## src/source/syncFifo.sv

```systemverilog
`timescale 1ns/1ns

module syncFifo #(
    parameter int WIDTH = 8,
    parameter int DEPTH_LOG2 = 4
) (
    input  logic                  clk,
    input  logic                  rst,
    input  logic                  writeEnable,
    input  logic [WIDTH-1:0]      dataIn,
    input  logic                  readEnable,
    output logic [WIDTH-1:0]      dataOut,
    output logic                  empty,
    output logic [DEPTH_LOG2:0]   usedw
);
    localparam int fifoDepth = 1 << DEPTH_LOG2;

    logic [WIDTH-1:0] mem [fifoDepth];
    logic [DEPTH_LOG2-1:0] writePtr;
    logic [DEPTH_LOG2-1:0] readPtr;

    always_ff @(posedge clk) begin
        if (writeEnable) begin
            mem[writePtr] <= dataIn;
        end
    end

    always_ff @(posedge clk) begin
        if (rst) begin
            writePtr <= '0;
            readPtr <= '0;
            usedw <= '0;
        end else begin
            if (writeEnable) begin
                writePtr <= writePtr + 1'b1;
            end
            if (readEnable) begin
                readPtr <= readPtr + 1'b1;
            end
            case ({writeEnable, readEnable})
                2'b10: usedw <= usedw + 1'b1;
                2'b01: usedw <= usedw - 1'b1;
                default: usedw <= usedw;
            endcase
        end
    end

    // Show-ahead: head entry is visible before it is read
    assign dataOut = mem[readPtr];
    assign empty = (usedw == '0);

    // Producers and consumers must respect the fill level
    assert property (@(posedge clk) disable iff (rst)
        writeEnable |-> usedw != (DEPTH_LOG2 + 1)'(fifoDepth));

    assert property (@(posedge clk) disable iff (rst)
        readEnable |-> !empty);

endmodule
```

## config.mk

```make
export PLATFORM = sky130hd
export DESIGN_NAME = syncFifo
export DESIGN_NICKNAME = d
export VERILOG_FILES = /design/src/source/syncFifo.sv
export SDC_FILE = /design/constraint.sdc
export NUM_CORES = 1
export LEC_CHECK = 0
export BUFFER_PORTS_ARGS = -buffer_cell sky130_fd_sc_hd__clkbuf_2
export CAP_MARGIN = 25
export CORE_ASPECT_RATIO = 1.5
export CORE_MARGIN = 2
export CORE_UTILIZATION = 50
export DETAILED_ROUTE_END_ITERATION = 10
export PLACE_DENSITY = 0.74
export SYNTH_ARGS = -nofsm -noshare
export SYNTH_HDL_FRONTEND = slang
export SYNTH_SLANG_ARGS = --single-unit
```

## constraint.sdc

```tcl
create_clock -name clk -period 5.7 [get_ports clk]
set_input_delay 0.285 -clock clk [delete_from_list [all_inputs] [get_ports clk]]
set_output_delay 0.285 -clock clk [all_outputs]
set_load 0.03 [all_outputs]
```

==> impl_results.md <==
* Top Family by Delay on Critical Path: buffers and inverters
* P_leak at around 0.0022 uW
* Diode count at 0
* Critical path endpoint: dataOut[1]
* Period utilization at 46.9%
* Post-synthesis compound-gate area fraction at 3.15%
* Post-synth EDFFs at approximately 130
* Fin crit period at 2680 ps
* Post-CTS Setup Inserts at 0
* Critical-path maximum fanout at 32
* DIE AREA at 12500 um^2
* Hold crit path type: in -> reg
* Share of layout cells above drive strength 1 at between 20% and 30%
* Ranking of synthesized cells by area: edfxtp_1, mux4_2, dfxtp_1
* Post-synth net total at roughly 330
* Top cells by count, synth: edfxtp_1, mux4_2, and2_1, dfxtp_1, a22oi_1
* Gr usage total at roughly a fifth
* CP Launch Type: flop
* Power Total at 2490 uW
* Remaining DRCs at 0
* Reg2Reg Depth at 6
* Worst-Margin Slew at around 710 ps
* First-pass GRT wire length at between 15000 and 20000 um
* Fin nets at roughly 360
* Die Y at roughly 140 um
* Routed wire length at 10800 um
* Hold Fails Final Rpt at 0
* Synth area leader: edfxtp_1
* Largest family of logic cells by synthesized area: multiplexers
* Drt first pass iters at 4
* Die X at just over 90 um
* Maxcap violations at 0
* Worst reg2reg setup slack at a little under 4000 ps
* Core area at ~11000 um^2
* Remaining Overflow, GRT at 0
* Crit path DAT at roughly 2400 ps
* Post-synth top area share at between 60% and 70%
* Initial antenna violation count at 0
* Cell count along the critical path at 5
* CP cell instances: buf_4 -> mux4_2 -> a22oi_1 -> nand2_1 -> clkbuf_2
* Hold bufs inserted after CTS at 0
* Slowest CP cell: mux4_2
* Largest net degree at the start of global routing at 33
* FF+latch count, synth at 145
* Worst slew margin at a little over half
* Yosys warns at 0
* Outcome: complete, no violations
* Synth Flop Type: edfxtp_1
* DRT iter0 DRCs at around 280
* Pwr/cell area at ~380 nW/um^2
* CTS root buf: clkbuf_16
* Mux cell area share after synthesis at 12.9%
* Sum Neg Setup Slack at 0 ps
* Vias in the first global route at 2984
* Area delta synth->final at 13.9%
* Post-synth cell types at 39
* Gate Count Post-Synth at 312
* I/O pin total at 26
* Worst skew pair latency at between 400 and 500 ps
* Initial Util at 50.9%
* Count leader, synth: edfxtp_1
* Syn Area/Cell at roughly 19 um^2
* RSZ-0062 raised after global routing: no
* Post-synth ARST share at 0%
* Worst Setup End Kind: output port
* R2R Path End: usedw[4]$_SDFFE_PP0P_
* Critical path type: reg -> out
* DRT antenna net count at 0
* Port bufs at 25
* Routed WL per cell at 21.4 um
* Bufs and invs on worst path at 2
* Clk sink count at ~150
* Seq/Total Area, Yosys at ~70%
* CTS clk-pin slew, worst paths at around 60 ps
* Required time of the critical path at 5410 ps
* Max VDD drop at 0.268 mV
* Slew Viols, Final at 0
* RePlAce Congestion at between 0.7 and 0.8
* Fmax at between 300 and 400 MHz
* Tightest hold margin at 224 ps
* CTS tree: done
* Vias post-DR at approximately 2900
* Post-detail-place hpwl at 7100 um
* Row count at 48
* CP max stage delay at ~600 ps
* Xor/xnor share of the synthesized area at around 1.4%
* Vias per cell at 5.73
* Synth Area in Adders at about 1.9%
* Setup violations, final at 0
* CTS H-tree depth at 4
* Final WS setup at 3020 ps
* Area share of and/or/nand/nor cells after synthesis at under 10%
* CTS buffer count at 17
* Post-CTS sizing at 0
* Setup WS pre-CTS at between 3000 and 4000 ps
* Synthesized area at just under 6000 um^2
* Worst r2r src: usedw[1]$_SDFFE_PP0P_
* Worst Skew at between 6 and 7 ps
* Max Root-Sink Buffers at 2
## per-layer routing
| layer | vias up | global-route usage (%) | routed length (um) |
|---|---|---|---|
| li1 | 1311 | - | - |
| met1 | 1483 | 23.2 | 4240 |
| met2 | 84 | 32.4 | 5800 |
| met3 | 19 | 5.27 | 503 |
| met4 | 0 | 7.38 | 259 |
| met5 | - | 0 | 0 |
## report_power, final
part	switching, uW	internal [uW]
registers	18.5	1180
clock network	446	615
logic	140	88.6
## metrics by stage
| stage | util (%) | instances | area, um^2 |
|---|---|---|---|
| floorplan | - | 312 | 5810 |
| global placement | 52.9 | 474 | 6040 |
| detailed placement | 52.9 | 474 | 6040 |
| CTS | 57.9 | 506 | 6610 |
| global route | 57.9 | 506 | 6610 |
| finish | 57.9 | 506 | 6610 |
## cell usage in the layout, fill, tap and decap left out, types with 2 or more instances in the layout
cell        synthesis  layout
inv_1               5       5
mux2i_1             3       3
o21ai_0             2       2
clkinvlp_4          0       2
nor2_1             15      15
xnor2_1             3       3
clkinv_4            0       2
clkbuf_2            0      25
a22oi_1            16      16
nand2_1            15      15
edfxtp_1          128     128
or4_1               2       2
nand3_1             2       2
dfxtp_1            17      16
inv_8               0       3
xor2_1              6       6
nor2b_1             2       2
buf_4               2       2
nand4_1             3       3
mux4_2             32      32
clkbuf_16           0      17
nor3_1              3       3
nor3b_1             3       3
and2_1             17      17
inv_6               0       5
ha_1                9       9
## worst min-delay path by stage
stage                            start                        to  cells after the start  slack (ps)
2_1_floorplan                dataIn[0]       mem[0][0]$_DFFE_PP_                      0         380
3_3_place_gp   readPtr[3]$_SDFFE_PP0P_   readPtr[3]$_SDFFE_PP0P_                      2         520
3_5_place_dp   readPtr[3]$_SDFFE_PP0P_   readPtr[3]$_SDFFE_PP0P_                      2         520
4_1_cts                    writeEnable  writePtr[0]$_SDFFE_PP0P_                      3         220
5_1_grt                    writeEnable  writePtr[0]$_SDFFE_PP0P_                      3         250
6_report                   writeEnable  writePtr[0]$_SDFFE_PP0P_                      3         220
## tightest hold or removal path: stages
cell and delay, ps:
clkbuf_2 170, xnor2_1 80, nor2_1 70
## area by class of cell
cell class | instances | area (um^2)
Clock buffer | 18 | 429
Clock inverter | 14 | 145
Fill cell | 851 | 4800
Inverter | 5 | 18.8
Multi-Input combinational cell | 147 | 1510
Sequential cell | 145 | 4190
Tap cell | 150 | 188
Timing Repair Buffer | 27 | 140
## state kept, by name, indices dropped and copies added (netlist names), named ones only
register / flops
mem: 128
writePtr: 4
readPtr: 4
usedw: 5
## cells by family after synthesis
logic type      after synthesis
compound gates               24
xor+xnor                      9
fa+ha+maj                     9
buf+inv                      20
flops                       145
mux                          35
simple gates                 70
(Power assumes the default switching activity.)
